## src/source/riscMemSys_defines.svh

```systemverilog
`ifndef RISCMEMSYS_DEFINES_SVH
`define RISCMEMSYS_DEFINES_SVH

// line geometry, shared by cache and backing memory
`define LINE_BYTES 16

// direct-mapped, one line per set
`define CACHE_SETS 8

// 1 KiB backing store
`define MEM_LINES 64

// strobe to memReady, in clk_mem cycles (at least 2)
`define MEM_LATENCY 4

`endif

```

## src/source/riscMemSys_pkg.sv

```systemverilog
`default_nettype none

`include "riscMemSys_defines.svh"

package riscMemSys_pkg;

	typedef logic [31:0] word_t;
	typedef logic [31:0] addr_t;
	typedef logic [`LINE_BYTES*8-1:0] line_t;

	// address bits 9:7, 6:4 and 9:4
	typedef logic [2:0] tag_t;
	typedef logic [2:0] index_t;
	typedef logic [5:0] lineAddr_t;

	typedef logic [3:0] byteEn_t;

	typedef enum logic {
		LSU_IDLE,
		LSU_WAIT
	} lsuState_e;

	typedef enum logic [1:0] {
		CACHE_IDLE,
		CACHE_FILL,
		CACHE_MERGE,
		CACHE_WRITE
	} cacheState_e;

endpackage

`default_nettype wire

```

## src/source/memReqIf.sv

```systemverilog
`default_nettype none

interface memReqIf;
	import riscMemSys_pkg::*;

	// strobes from the front end
	logic read;
	logic write;
	addr_t addr;
	word_t writeData;
	byteEn_t byteEn;

	// response from the cache
	logic ready;
	word_t readData;

	modport requester (
		output read, write, addr, writeData, byteEn,
		input ready, readData
	);

	modport responder (
		input read, write, addr, writeData, byteEn,
		output ready, readData
	);

endinterface

`default_nettype wire

```

## src/source/loadStoreUnit.sv

```systemverilog
`default_nettype none

module loadStoreUnit (
	input wire logic clk_mem,
	input wire logic rst,
	input wire logic instrValid_i,
	input riscMemSys_pkg::word_t instr_i,
	input riscMemSys_pkg::word_t base_i,
	input riscMemSys_pkg::word_t storeData_i,
	output logic busy_o,
	output logic loadValid_o,
	output riscMemSys_pkg::word_t loadData_o,
	output logic storeDone_o,
	memReqIf.requester req
);
	import riscMemSys_pkg::*;

	lsuState_e state;

	logic isLoad;
	logic isStore;
	logic accept;
	logic [2:0] funct3;
	word_t immI;
	word_t immS;
	addr_t effAddr;
	word_t laneData;
	byteEn_t laneEn;

	// held for the whole access
	logic [2:0] funct3Q;
	logic [1:0] offQ;
	logic isStoreQ;

	word_t byteLane;
	logic [15:0] halfLane;
	word_t loadResult;

	// same opcode tests as the core decoder
	assign isLoad = (instr_i[6:2] == 5'b00000);
	assign isStore = (instr_i[6:2] == 5'b01000);
	assign funct3 = instr_i[14:12];

	assign immI = {{20{instr_i[31]}}, instr_i[31:20]};
	assign immS = {{20{instr_i[31]}}, instr_i[31:25], instr_i[11:7]};
	assign effAddr = base_i + (isStore ? immS : immI);

	assign busy_o = (state == LSU_WAIT) || loadValid_o || storeDone_o;
	assign accept = instrValid_i && !busy_o && (isLoad || isStore);

	// replicate into every lane, byteEn picks the live ones
	always_comb begin
		case (funct3[1:0])
			2'b00: begin
				laneData = {4{storeData_i[7:0]}};
				laneEn = byteEn_t'(4'b0001 << effAddr[1:0]);
			end
			2'b01: begin
				laneData = {2{storeData_i[15:0]}};
				laneEn = effAddr[1] ? 4'b1100 : 4'b0011;
			end
			default: begin
				laneData = storeData_i;
				laneEn = 4'b1111;
			end
		endcase
	end

	// lane select and extension, bit 2 of funct3 means unsigned
	assign byteLane = req.readData >> {offQ, 3'b000};
	assign halfLane = offQ[1] ? req.readData[31:16] : req.readData[15:0];

	always_comb begin
		case (funct3Q[1:0])
			2'b00: loadResult = funct3Q[2] ? {24'b0, byteLane[7:0]}
				: {{24{byteLane[7]}}, byteLane[7:0]};
			2'b01: loadResult = funct3Q[2] ? {16'b0, halfLane}
				: {{16{halfLane[15]}}, halfLane};
			default: loadResult = req.readData;
		endcase
	end

	always_ff @(posedge clk_mem) begin
		if (rst) begin
			state <= LSU_IDLE;
			req.read <= 1'b0;
			req.write <= 1'b0;
			loadValid_o <= 1'b0;
			storeDone_o <= 1'b0;
		end else begin
			req.read <= 1'b0;
			req.write <= 1'b0;
			loadValid_o <= 1'b0;
			storeDone_o <= 1'b0;
			case (state)
				LSU_IDLE: begin
					if (accept) begin
						state <= LSU_WAIT;
						req.read <= isLoad;
						req.write <= isStore;
					end
				end
				LSU_WAIT: begin
					if (req.ready) begin
						state <= LSU_IDLE;
						loadValid_o <= !isStoreQ;
						storeDone_o <= isStoreQ;
					end
				end
				default: state <= LSU_IDLE;
			endcase
		end
	end

	always_ff @(posedge clk_mem) begin
		if (accept) begin
			req.addr <= {effAddr[31:2], 2'b00};
			req.writeData <= laneData;
			req.byteEn <= laneEn;
			offQ <= effAddr[1:0];
			funct3Q <= funct3;
			isStoreQ <= isStore;
		end
		if (state == LSU_WAIT && req.ready) begin
			loadData_o <= loadResult;
		end
	end

endmodule

`default_nettype wire

```

## src/flat_wrapper.sv

```systemverilog
// flat-port wrapper written by rule: the top's interface ports become plain ports
module loadStoreUnit_flat import riscMemSys_pkg::*;
  (clk_mem, rst, instrValid_i, instr_i, base_i, storeData_i, busy_o, loadValid_o, loadData_o, storeDone_o, req_read, req_write, req_addr, req_writeData, req_byteEn, req_ready, req_readData);
  memReqIf req_i ();
  input wire logic clk_mem;
  input wire logic rst;
  input wire logic instrValid_i;
  input riscMemSys_pkg::word_t instr_i;
  input riscMemSys_pkg::word_t base_i;
  input riscMemSys_pkg::word_t storeData_i;
  output logic busy_o;
  output logic loadValid_o;
  output riscMemSys_pkg::word_t loadData_o;
  output logic storeDone_o;
  output wire logic [$bits(req_i.read)-1:0] req_read;
  output wire logic [$bits(req_i.write)-1:0] req_write;
  output wire logic [$bits(req_i.addr)-1:0] req_addr;
  output wire logic [$bits(req_i.writeData)-1:0] req_writeData;
  output wire logic [$bits(req_i.byteEn)-1:0] req_byteEn;
  input wire logic [$bits(req_i.ready)-1:0] req_ready;
  input wire logic [$bits(req_i.readData)-1:0] req_readData;
  assign req_read = req_i.read;
  assign req_write = req_i.write;
  assign req_addr = req_i.addr;
  assign req_writeData = req_i.writeData;
  assign req_byteEn = req_i.byteEn;
  assign req_i.ready = req_ready;
  assign req_i.readData = req_readData;
  loadStoreUnit u_core (.clk_mem(clk_mem), .rst(rst), .instrValid_i(instrValid_i), .instr_i(instr_i), .base_i(base_i), .storeData_i(storeData_i), .busy_o(busy_o), .loadValid_o(loadValid_o), .loadData_o(loadData_o), .storeDone_o(storeDone_o), .req(req_i));
endmodule
```

## config.mk

```make
export PLATFORM = sky130hd
export DESIGN_NAME = loadStoreUnit_flat
export DESIGN_NICKNAME = d
export VERILOG_FILES = /design/src/source/riscMemSys_pkg.sv /design/src/source/memReqIf.sv /design/src/source/loadStoreUnit.sv /design/src/flat_wrapper.sv
export VERILOG_INCLUDE_DIRS = /design/src /design/src/source
export SDC_FILE = /design/constraint.sdc
export NUM_CORES = 1
export LEC_CHECK = 0
export BUFFER_PORTS_ARGS = -buffer_cell sky130_fd_sc_hd__buf_4
export CAP_MARGIN = 15
export CORE_UTILIZATION = 50
export CTS_BUF_LIST = sky130_fd_sc_hd__clkbuf_8
export DETAILED_ROUTE_END_ITERATION = 16
export PLACE_DENSITY_LB_ADDON = 0.12
export SYNTH_ARGS = -nofsm -noshare
export SYNTH_HDL_FRONTEND = slang
export SYNTH_SLANG_ARGS = --single-unit
```

## constraint.sdc

```tcl
create_clock -name clk_mem -period 4.1 [get_ports clk_mem]
set_input_delay 0.615 -clock clk_mem [delete_from_list [all_inputs] [get_ports clk_mem]]
set_output_delay 0.615 -clock clk_mem [all_outputs]
set_load 0.05 [all_outputs]
```

==> impl_results.md <==
* Final period util at 0.923
* Seq/Total Area, Yosys at 0.552
* Layout area overhead at 35.6%
* Pwr per Cell Area at ~300 nW/µm²
* Overflow after GRT at 0
* Clock transition at the registers of the reported paths at about 100 ps
* Setup bufs post-CTS at 0
* All-Layer GR Usage at 0.223
* Final hold violations at 0
* Hold buffer count at CTS at 0
* Starting Density at 0.511
* Pre-CTS WS at -66.1 ps
* Worst VDD drop at approximately 0.00019 V
* CTS buffer count at 9
* Largest net degree at the start of global routing at 39
* First drt pass iteration count at 5
* CTS resizes at 0
* Top_reg_cell synth: edfxtp_1
* First-pass GRT wire length at 20.3 mm
* Area leader, netlist: edfxtp_1
* Max cap viols at 0
* #FFs+latches synth at roughly 110
* Startpoint Class: input pin
* Post-Syn Area at ~6000 µm²
* H-tree depth at 3
* P_leak at approximately 3.4 nW
* Filler instances at 847
* Layout cells sized above 1 at 0.417
* F_max at 264 MHz
* Setup violations, final at 0
* Status: finished clean
* DIE WIDTH at approximately 110 µm
* Buffers added on ports at 227
* Die area at between 10000 and 15000 µm²
* Critical path type: input pin to register
* WL/cell at 16.3 µm
* Num rows at 39
* Antenna Cells at 0
* RD Place Congestion at about 0.88
* Ys Warns at 0
* Wirelength, routed at approximately 14 mm
* Most frequent cell after synthesis: edfxtp_1
* Top cells by area, synth: edfxtp_1, ha_1, mux2_2
* Avg Synthesized Cell Area at between 10 and 15 µm²
* Slew Viols, Final at 0
* Iter 0 DRT Violations at around 330
* Unrepaired setup endpoints after global routing: no
* Distinct cells, synth at 54
* Die Ht at around 110 µm
* TNS Setup at 0 ps
* Dpl cells at around 840
* NumNets Final at between 800 and 900
* Fraction of registers with async set or reset after synthesis at 0
* Vias/cell at 5.44
* EDFF count, synth at 104
* Synthesized instance count at roughly 480
* CTS tree: done
* Max_slew headroom at 0.519
* Peak fanout along the critical path at 4
* Final ANT Viol Nets at 0
* DRC at 0
* Hold crit path type: input pin to register
* Vias in the first global route at 4206
* Skew final at ~17 ps
* Root Buffer: clkbuf_8
* Critical Path End Type: register
* Total power at between 0.002 and 0.0025 W
* Fin Hold WS at between 400 and 500 ps
* Clock sinks at 109
* Core Area at ~11000 µm²
* Via count at 4654
* Clk buf depth at 2
* Clock latency on the worst-skew pair at ~380 ps
* Post-route minimum period at roughly 3800 ps
* Initial antenna violation count at 0
* Post-route setup slack at approximately 320 ps
* Reg2Reg Setup Slack at 1880 ps
* DP Wirelength at around 11 mm
* Final cell count without fillers at between 800 and 900
* WP data required at between 4000 and 5000 ps
* Slew at the pin with the worst max-slew slack at between 700 and 800 ps
* Number of top-level pins at 237
* WP data arrival at just under 4000 ps
* Post-synth top cells: edfxtp_1, nand2_1, ha_1
* Yosys top cell area share at 0.535
[per-layer routing]
metal | GRT usage | wire length [µm]
met5 | 0 | 0
met4 | 0.0705 | 244
met3 | 0.0553 | 1010
met2 | 0.414 | 7440
met1 | 0.249 | 5240
[critical path, stage by stage]
cell	delay [ps]
buf_4	110
nor4_1	390
nand2_1	170
mux2_2	300
ha_1	230
fa_1	450
a211oi_1	370
o21ai_1	160
o211ai_1	150
a41o_2	290
o21ai_4	90
a21o_1	200
a21o_1	190
a21oi_2	140
xnor2_1	70
[final cells by class]
| cell class | count | area, µm² | share of cell area |
|---|---|---|---|
| clock inverter | 7 | 52.6 | 0.00664 |
| clock buffer | 9 | 124 | 0.0157 |
| multi-input combinational | 344 | 2510 | 0.318 |
| tap | 143 | 179 | 0.0226 |
| inverter | 9 | 33.8 | 0.00427 |
| timing repair buffer | 234 | 1790 | 0.226 |
| sequential | 109 | 3220 | 0.407 |
[power by group]
group / switching (W) / leakage (nW) / internal (W) / total, W
logic: 0.000268 / 2.35 / 0.000243 / 0.000512
clock network: 0.000381 / 0.0889 / 0.000226 / 0.000607
registers: 0.00000375 / 0.985 / 0.00125 / 0.00125
total: 0.000653 / 3.42 / 0.00172 / 0.00237
[sequential cells by signal (all words and copies together), names as in the netlist]
name / flops
u_core.loadData_o: 32
u_core.req.writeData: 32
u_core.req.addr: 30
u_core.req.byteEn: 4
u_core.funct3Q: 3
u_core.offQ: 2
u_core.isStoreQ: 1
u_core.loadValid_o: 1
u_core.req.read: 1
u_core.req.write: 1
u_core.state: 1
u_core.storeDone_o: 1
[cells in the final DEF (no fill, tap or decap), types with 5 or more instances in the layout]
master      n
nand3_1     7
o21ai_0    28
mux2_2     28
buf_4     231
nand2_1    72
o21bai_1    7
nor2b_1     5
a21oi_1    25
a221o_1     8
xnor2_1    16
dfxtp_1     5
a22oi_1     7
xor2_1     13
a21o_1     13
clkbuf_8    9
inv_1       9
edfxtp_1  104
mux2i_1    10
nor2_1     18
ha_1       31
nor3_1      6
[metrics by stage]
stage,utilization,cell area [µm²]
floorplan,-,5840
global placement,0.674,7700
detailed placement,0.674,7700
CTS,0.689,7870
global route,0.693,7910
finish,0.693,7910
[kinds of logic (layout without fill, tap and decap cells)]
family          Yosys count  after routing  share of synthesized area
compound gates          120            120                      0.151
xor+xnor                 29             29                     0.0435
fa+ha+maj                32             32                     0.0699
buf+inv                  25            259                     0.0174
flops                   109            109                      0.552
mux                      38             38                     0.0712
other cells               1              2                   0.000643
simple gates            123            123                     0.0937
[worst paths after layout]
path / start / to / depth (start not counted)
max reg2reg: u_core.offQ[1]$_DFFE_PP_ / u_core.loadData_o[24]$_DFFE_PP_ / 4
min reg2reg: u_core.isStoreQ$_DFFE_PP_ / u_core.loadValid_o$_SDFF_PP0_ / 1
min: instr_i[5] / u_core.req.read$_SDFF_PP0_ / 2
max: instr_i[6] / u_core.req.addr[28]$_DFFE_PP_ / 15
Note: power is estimated with default switching activity, not from simulation.
