--- config.mk ---
export PLATFORM = sky130hd
export DESIGN_NAME = l1DataCache_flat
export DESIGN_NICKNAME = d
export VERILOG_FILES = /design/src/source/riscMemSys_pkg.sv /design/src/source/memReqIf.sv /design/src/source/lineBusIf.sv /design/src/source/l1DataCache.sv /design/src/flat_wrapper.sv
export VERILOG_INCLUDE_DIRS = /design/src /design/src/source
export SDC_FILE = /design/constraint.sdc
export NUM_CORES = 2
export LEC_CHECK = 0
export BUFFER_PORTS_ARGS = -buffer_cell sky130_fd_sc_hd__buf_4
export CELL_PAD_IN_SITES_DETAIL_PLACEMENT = 2
export CELL_PAD_IN_SITES_GLOBAL_PLACEMENT = 2
export CORE_ASPECT_RATIO = 1.1
export CORE_MARGIN = 3
export CORE_UTILIZATION = 46
export DETAILED_ROUTE_END_ITERATION = 16
export PLACE_DENSITY = 0.87
export SLEW_MARGIN = 5
export SYNTH_ARGS = -nofsm -noshare
export SYNTH_HDL_FRONTEND = slang
export SYNTH_SLANG_ARGS = --single-unit
--- constraint.sdc ---
create_clock -name clk_mem -period 14.8 [get_ports clk_mem]
set_input_delay 1.48 -clock clk_mem [delete_from_list [all_inputs] [get_ports clk_mem]]
set_output_delay 1.48 -clock clk_mem [all_outputs]
set_load 0.03 [all_outputs]
--- src/source/riscMemSys_defines.svh ---
`ifndef RISCMEMSYS_DEFINES_SVH
`define RISCMEMSYS_DEFINES_SVH

// line geometry, shared by cache and backing memory
`define LINE_BYTES 16

// direct-mapped, one line per set
`define CACHE_SETS 8

// 1 KiB backing store
`define MEM_LINES 64

// strobe to memReady, in clk_mem cycles (at least 2)
`define MEM_LATENCY 4

`endif

--- src/source/riscMemSys_pkg.sv ---
`default_nettype none

`include "riscMemSys_defines.svh"

package riscMemSys_pkg;

	typedef logic [31:0] word_t;
	typedef logic [31:0] addr_t;
	typedef logic [`LINE_BYTES*8-1:0] line_t;

	// address bits 9:7, 6:4 and 9:4
	typedef logic [2:0] tag_t;
	typedef logic [2:0] index_t;
	typedef logic [5:0] lineAddr_t;

	typedef logic [3:0] byteEn_t;

	typedef enum logic {
		LSU_IDLE,
		LSU_WAIT
	} lsuState_e;

	typedef enum logic [1:0] {
		CACHE_IDLE,
		CACHE_FILL,
		CACHE_MERGE,
		CACHE_WRITE
	} cacheState_e;

endpackage

`default_nettype wire

--- src/source/memReqIf.sv ---
`default_nettype none

interface memReqIf;
	import riscMemSys_pkg::*;

	// strobes from the front end
	logic read;
	logic write;
	addr_t addr;
	word_t writeData;
	byteEn_t byteEn;

	// response from the cache
	logic ready;
	word_t readData;

	modport requester (
		output read, write, addr, writeData, byteEn,
		input ready, readData
	);

	modport responder (
		input read, write, addr, writeData, byteEn,
		output ready, readData
	);

endinterface

`default_nettype wire

--- src/source/lineBusIf.sv ---
`default_nettype none

interface lineBusIf;
	import riscMemSys_pkg::*;

	logic memRead;
	logic memWrite;
	lineAddr_t lineAddr;
	line_t writeLine;

	// returned MEM_LATENCY cycles after either strobe
	logic memReady;
	line_t readLine;

	modport requester (
		output memRead, memWrite, lineAddr, writeLine,
		input memReady, readLine
	);

	modport responder (
		input memRead, memWrite, lineAddr, writeLine,
		output memReady, readLine
	);

endinterface

`default_nettype wire

--- src/source/l1DataCache.sv ---
`default_nettype none

`include "riscMemSys_defines.svh"

module l1DataCache (
	input wire logic clk_mem,
	input wire logic rst,
	memReqIf.responder cpu,
	lineBusIf.requester mem,
	output logic missPulse_o
);
	import riscMemSys_pkg::*;

	cacheState_e state;

	logic [`CACHE_SETS-1:0] validBits;
	tag_t tagMem [`CACHE_SETS];
	line_t dataMem [`CACHE_SETS];

	// request latched at the strobe
	addr_t reqAddr;
	word_t reqWriteData;
	byteEn_t reqByteEn;
	logic reqIsWrite;

	logic strobe;
	index_t strobeIndex;
	tag_t strobeTag;
	logic hit;

	index_t reqIndex;
	tag_t reqTag;
	logic [1:0] reqWord;
	line_t oldLine;
	word_t mergedWord;
	line_t mergedLine;

	assign strobe = (state == CACHE_IDLE) && (cpu.read || cpu.write);
	assign strobeIndex = cpu.addr[6:4];
	assign strobeTag = cpu.addr[9:7];
	assign hit = validBits[strobeIndex] && (tagMem[strobeIndex] == strobeTag);

	assign reqIndex = reqAddr[6:4];
	assign reqTag = reqAddr[9:7];
	assign reqWord = reqAddr[3:2];
	assign oldLine = dataMem[reqIndex];

	// store merge into the resident line
	always_comb begin
		mergedWord = oldLine[reqWord*32 +: 32];
		for (int b = 0; b < 4; b++) begin
			if (reqByteEn[b]) begin
				mergedWord[b*8 +: 8] = reqWriteData[b*8 +: 8];
			end
		end
		mergedLine = oldLine;
		mergedLine[reqWord*32 +: 32] = mergedWord;
	end

	always_ff @(posedge clk_mem) begin
		if (rst) begin
			state <= CACHE_IDLE;
			validBits <= '0;
			cpu.ready <= 1'b0;
			mem.memRead <= 1'b0;
			mem.memWrite <= 1'b0;
			missPulse_o <= 1'b0;
		end else begin
			cpu.ready <= 1'b0;
			mem.memRead <= 1'b0;
			mem.memWrite <= 1'b0;
			missPulse_o <= 1'b0;
			case (state)
				CACHE_IDLE: begin
					if (strobe) begin
						if (!hit) begin
							// write-allocate, so stores fill too
							mem.memRead <= 1'b1;
							missPulse_o <= 1'b1;
							state <= CACHE_FILL;
						end else if (cpu.write) begin
							state <= CACHE_MERGE;
						end else begin
							cpu.ready <= 1'b1;
						end
					end
				end
				CACHE_FILL: begin
					if (mem.memReady) begin
						validBits[reqIndex] <= 1'b1;
						if (reqIsWrite) begin
							state <= CACHE_MERGE;
						end else begin
							cpu.ready <= 1'b1;
							state <= CACHE_IDLE;
						end
					end
				end
				CACHE_MERGE: begin
					mem.memWrite <= 1'b1;
					state <= CACHE_WRITE;
				end
				CACHE_WRITE: begin
					if (mem.memReady) begin
						cpu.ready <= 1'b1;
						state <= CACHE_IDLE;
					end
				end
				default: state <= CACHE_IDLE;
			endcase
		end
	end

	always_ff @(posedge clk_mem) begin
		if (strobe) begin
			reqAddr <= cpu.addr;
			reqWriteData <= cpu.writeData;
			reqByteEn <= cpu.byteEn;
			reqIsWrite <= cpu.write;
			mem.lineAddr <= cpu.addr[9:4];
			// hit data, replaced below on a fill
			cpu.readData <= dataMem[strobeIndex][cpu.addr[3:2]*32 +: 32];
		end
		if (state == CACHE_FILL && mem.memReady) begin
			dataMem[reqIndex] <= mem.readLine;
			tagMem[reqIndex] <= reqTag;
			cpu.readData <= mem.readLine[reqWord*32 +: 32];
		end
		if (state == CACHE_MERGE) begin
			dataMem[reqIndex] <= mergedLine;
			mem.writeLine <= mergedLine;
		end
	end

endmodule

`default_nettype wire

--- src/flat_wrapper.sv ---
// flat-port wrapper written by rule: the top's interface ports become plain ports
module l1DataCache_flat import riscMemSys_pkg::*;
  (clk_mem, rst, missPulse_o, cpu_read, cpu_write, cpu_addr, cpu_writeData, cpu_byteEn, cpu_ready, cpu_readData, mem_memRead, mem_memWrite, mem_lineAddr, mem_writeLine, mem_memReady, mem_readLine);
  memReqIf cpu_i ();
  lineBusIf mem_i ();
  input wire logic clk_mem;
  input wire logic rst;
  output logic missPulse_o;
  input wire logic [$bits(cpu_i.read)-1:0] cpu_read;
  input wire logic [$bits(cpu_i.write)-1:0] cpu_write;
  input wire logic [$bits(cpu_i.addr)-1:0] cpu_addr;
  input wire logic [$bits(cpu_i.writeData)-1:0] cpu_writeData;
  input wire logic [$bits(cpu_i.byteEn)-1:0] cpu_byteEn;
  output wire logic [$bits(cpu_i.ready)-1:0] cpu_ready;
  output wire logic [$bits(cpu_i.readData)-1:0] cpu_readData;
  output wire logic [$bits(mem_i.memRead)-1:0] mem_memRead;
  output wire logic [$bits(mem_i.memWrite)-1:0] mem_memWrite;
  output wire logic [$bits(mem_i.lineAddr)-1:0] mem_lineAddr;
  output wire logic [$bits(mem_i.writeLine)-1:0] mem_writeLine;
  input wire logic [$bits(mem_i.memReady)-1:0] mem_memReady;
  input wire logic [$bits(mem_i.readLine)-1:0] mem_readLine;
  assign cpu_i.read = cpu_read;
  assign cpu_i.write = cpu_write;
  assign cpu_i.addr = cpu_addr;
  assign cpu_i.writeData = cpu_writeData;
  assign cpu_i.byteEn = cpu_byteEn;
  assign cpu_ready = cpu_i.ready;
  assign cpu_readData = cpu_i.readData;
  assign mem_memRead = mem_i.memRead;
  assign mem_memWrite = mem_i.memWrite;
  assign mem_lineAddr = mem_i.lineAddr;
  assign mem_writeLine = mem_i.writeLine;
  assign mem_i.memReady = mem_memReady;
  assign mem_i.readLine = mem_readLine;
  l1DataCache u_core (.clk_mem(clk_mem), .rst(rst), .cpu(cpu_i), .mem(mem_i), .missPulse_o(missPulse_o));
endmodule
==> reports/metrics.yaml <==
critical_path:
  worstPathArrival_ps: 6530
  critPathTopFamily: "compound AO/OA/AOI/OAI gates"
  timing.critical_path.mode_cell: "buf_4"
  reg2reg_to: "u_core.dataMem[5][0]$_DFFE_PP_"
  path_buf_inv: 2
  r2r_slack_ps: 8690
  cp-start-kind: "flop"
  max_stage_delay_ps: 1080
  cp_slowest_cell: "o31ai_1"
  cp.required_ps: 15220
  reg2reg_depth: 7
  criticalPathCategory: "reg -> reg"
  crit_cells: 7
  endpoint_kind: "flop"
  endpoint: "u_core.dataMem[5][0]$_DFFE_PP_"
  worstPathCellList: "buf_4 > or2_4 > buf_4 > o22ai_1 > o21ai_0 > nand3_1 > o31ai_1"
  cp_max_fo: 54
global_route:
  grt_start_max_net_pins: 165
  overflow: 0
  grt_pass1_vias: 47743
  track_usage_pct: 37.76
  antenna_found_initial: 16
  grt_pass1_wl_um: 364800
cts:
  htreeDepth: 4
  cts_setup_buffers: 0
  numCtsBuffers: 140
  clk_latency_ps: 800
  cts_tree: "built"
  root_buffer: "clkbuf_16"
  hold_buffers: 0
  path_clk_slew_ps: 60
  cts_buffer_depth: 3
  ctsResizeCount: 0
  cts.sinks: 1269
pwr:
  ir_drop_uv: 135.8
  combPwrFrac_pct: 16.7
  p_sw_share_pct: 28.69
  power.internal_mw: 6.613
  p_leak_nw: 22.12
  finalPower_mw: 9.274
  pwr-share-clk_pct: 38.1
  share_seq_of_total_power_pct: 45.2
  power_density_nw_per_um2: 134.3
  switchingPower_mw: 2.661
timing:
  fin_ws_ps: 8688
  clock.fmax_ghz: 0.1636
  fin_tns_setup_ps: 0
  clock_skew_ps: 32.26
  rsz0062_at_grt: "false"
  setup_violations: 0
  fin_crit_ps: 6112
  slew_headroom_pct: 7.190
  tightestPinTransition_ps: 1385
  post-route-period-util_pct: 41.30
  final_max_slew_viol_count: 0
  hold_viol_final: 0
synth:
  yosys.area_share.simple_pct: 4.439
  synthCells: 3734
  synth_cell_type_count: 43
  synth_warnings: 0
  synthArstFlopShare_pct: 0
  syn_nets: 3940
  synth_flop_cell: "edfxtp_1"
  ys_seq_area_share_pct: 62.76
  avgSynthCellArea_um2: 16.19
  synth_xor_area_share_pct: 0.02897
  synth_edf_count: 1253
  synth_seq_cells: 1269
  synth_compound_area_share_pct: 9.147
  synthAdderAreaFrac_pct: 0.1035
  muxShareOfSynthArea_pct: 21.09
  synth_area_um2: 60460
  synth_top_family_by_area: "multiplexers"
floorplan:
  start_util_pct: 46.69
  die_area_um2: 135800
  coreArea_um2: 129500
  fp.dieW_um: 351.7
  dieHeight_um: 386.2
  std_cell_rows: 138
  io_pins: 371
place:
  io_buffers: 346
  post-place-ws_ps: 8841
  place_congestion: 0.8159
  placed_cell_area_um2: 64660
  dpl.hpwl_um: 141800
detailed_routing:
  drc_errors: 0
  wl_um: 258400
  drtPass1Iterations: 6
  ant_nets: 0
  drt_iter0_markers: 6464
  wl_per_cell_um: 44.66
  dr_total_vias: 44591
  avgViaCountPerCell: 7.707
hold_path:
  hold_class: "reg -> reg"
  hp-start: "u_core.validBits[4]$_SDFFE_PP0P_"
cells_and_area:
  final_cell_area_um2: 69060
  areaGrowthSynthToFinish_pct: 14.22
  fill_cells: 11418
  drive_above_1_share_pct: 34.60
  multi_input_area_um2: 21270
  finalNetCount: 4206
  regArea_um2: 37960
run:
  drv_cap: 0
run_status:
  status: "finished, final reports clean"
-- state kept, by name, indices dropped and copies added, names as in the netlist, named ones only --
register	count
u_core.reqWriteData	32
u_core.cpu.readData	32
u_core.cpu.ready	1
u_core.mem.writeLine	128
u_core.reqByteEn	4
u_core.mem.lineAddr	1
u_core.tagMem	24
u_core.validBits	8
u_core.mem.memRead	1
u_core.reqAddr	7
u_core.reqIsWrite	1
u_core.state	2
u_core.dataMem	1024
u_core.mem.memWrite	1
-- final cells by class --
class	instances	area share, %
clock buffers	179	5.470
clock inverters	64	0.8715
diodes	5	0.01812
multi-input cells	2158	30.80
inverters	9	0.05798
flip-flops and latches	1269	54.97
repair buffers	422	4.772
well taps	1680	3.044
-- metal layers --
| layer | global-route usage [%] | vias up | share of wire [%] | routed length, µm |
|---|---|---|---|---|
| li1 | - | 16334 | - | - |
| met5 | 0 | - | 0.018 | 46 |
| met2 | 59.99 | 3970 | 47 | 122400 |
| met4 | 25.88 | 8 | 7.8 | 20130 |
| met1 | 45.98 | 23147 | 34 | 87300 |
| met3 | 8.692 | 1132 | 11 | 28530 |
-- how the worst min path moves through the flow --
| stage | end | slack (ps) | cells after the start |
|---|---|---|---|
| after floorplan | u_core.validBits[1]$_SDFFE_PP0P_ | 440 | 2 |
| after global placement | u_core.validBits[2]$_SDFFE_PP0P_ | 450 | 2 |
| after detailed placement | u_core.validBits[4]$_SDFFE_PP0P_ | 470 | 1 |
| after CTS | u_core.validBits[4]$_SDFFE_PP0P_ | 490 | 1 |
| after global routing | u_core.validBits[4]$_SDFFE_PP0P_ | 510 | 1 |
| final | u_core.validBits[4]$_SDFFE_PP0P_ | 500 | 1 |
-- synthesized netlist by cell type, drive strengths merged (2+ instances only) --
cell,n,share of area (%)
nand2b,7,0.072
nor2,41,0.25
nand3,36,0.30
nor2b,5,0.052
mux4,356,13
or3,96,0.99
a21oi,128,1.1
a221o,2,0.033
mux2i,40,0.66
nor4,98,1.0
o31ai,252,3.1
a211oi,3,0.037
mux2,385,7.2
nand2,85,0.53
nor3,42,0.35
a21o,3,0.037
xnor2,2,0.029
o21ai,162,1.3
inv,9,0.056
o22ai,322,3.3
o31a,2,0.029
o21ba,4,0.066
or2,34,0.35
buf,142,1.4
nand4,4,0.041
or4,33,0.41
a211o,2,0.029
nand3b,3,0.037
ha,5,0.10
edfxtp,1253,62
dfxtp,16,0.53
clkbuf,156,0.97
-- through the flow --
stage                     util (%)  hold WS [ps]  std cells
final                        53.33         496.9       5786
after global routing         53.32         511.6       5781
after CTS                    53.31         492.4       5781
after detailed placement     49.93         470.3       5538
after global placement       49.93         448.4       5538
after floorplan                  -         435.5       3734
-- placed cells by master (no fill, tap or decap), drive strengths merged, types with 36 or more instances in the layout --
cell,instances
edfxtp,1253
buf,422
mux2,385
mux4,356
o22ai,322
o31ai,252
clkbuf,179
o21ai,162
a21oi,128
nor4,98
or3,96
nand2,85
clkinv,49
nor3,42
nor2,41
mux2i,40
nand3,36
-- logic make-up (layout without fill, tap and decap cells) --
family                   Yosys count  in the layout
buffers and inverters            307            674
AO/OA/AOI/OAI                    884            884
AND/OR/NAND/NOR                  486            486
flip-flops                      1269           1269
multiplexers                     781            781
adder cells (fa/ha/maj)            5              5
XOR/XNOR                           2              2
other                              0              5
-- worst reg2reg max path: cells and delay by family, from the launching register on --
family | cells | cell delay (ps)
buffers and inverters | 2 | 1600
flip-flops | 1 | 800
AO/OA/AOI/OAI | 3 | 1840
AND/OR/NAND/NOR | 2 | 1510
-- power by group through the flow --
stage / registers, mW / logic [mW] / clock network (mW)
6_report: 4.19 / 1.55 / 3.53
4_1_cts: 4.19 / 1.51 / 3.54
5_1_grt: 4.19 / 1.59 / 3.67
3_3_place_gp: 4.24 / 1.38 / 0
2_1_floorplan: 4.28 / 0.851 / 0
3_5_place_dp: 4.26 / 1.46 / 0
No activity file was read; power rests on OpenSTA's default activity.
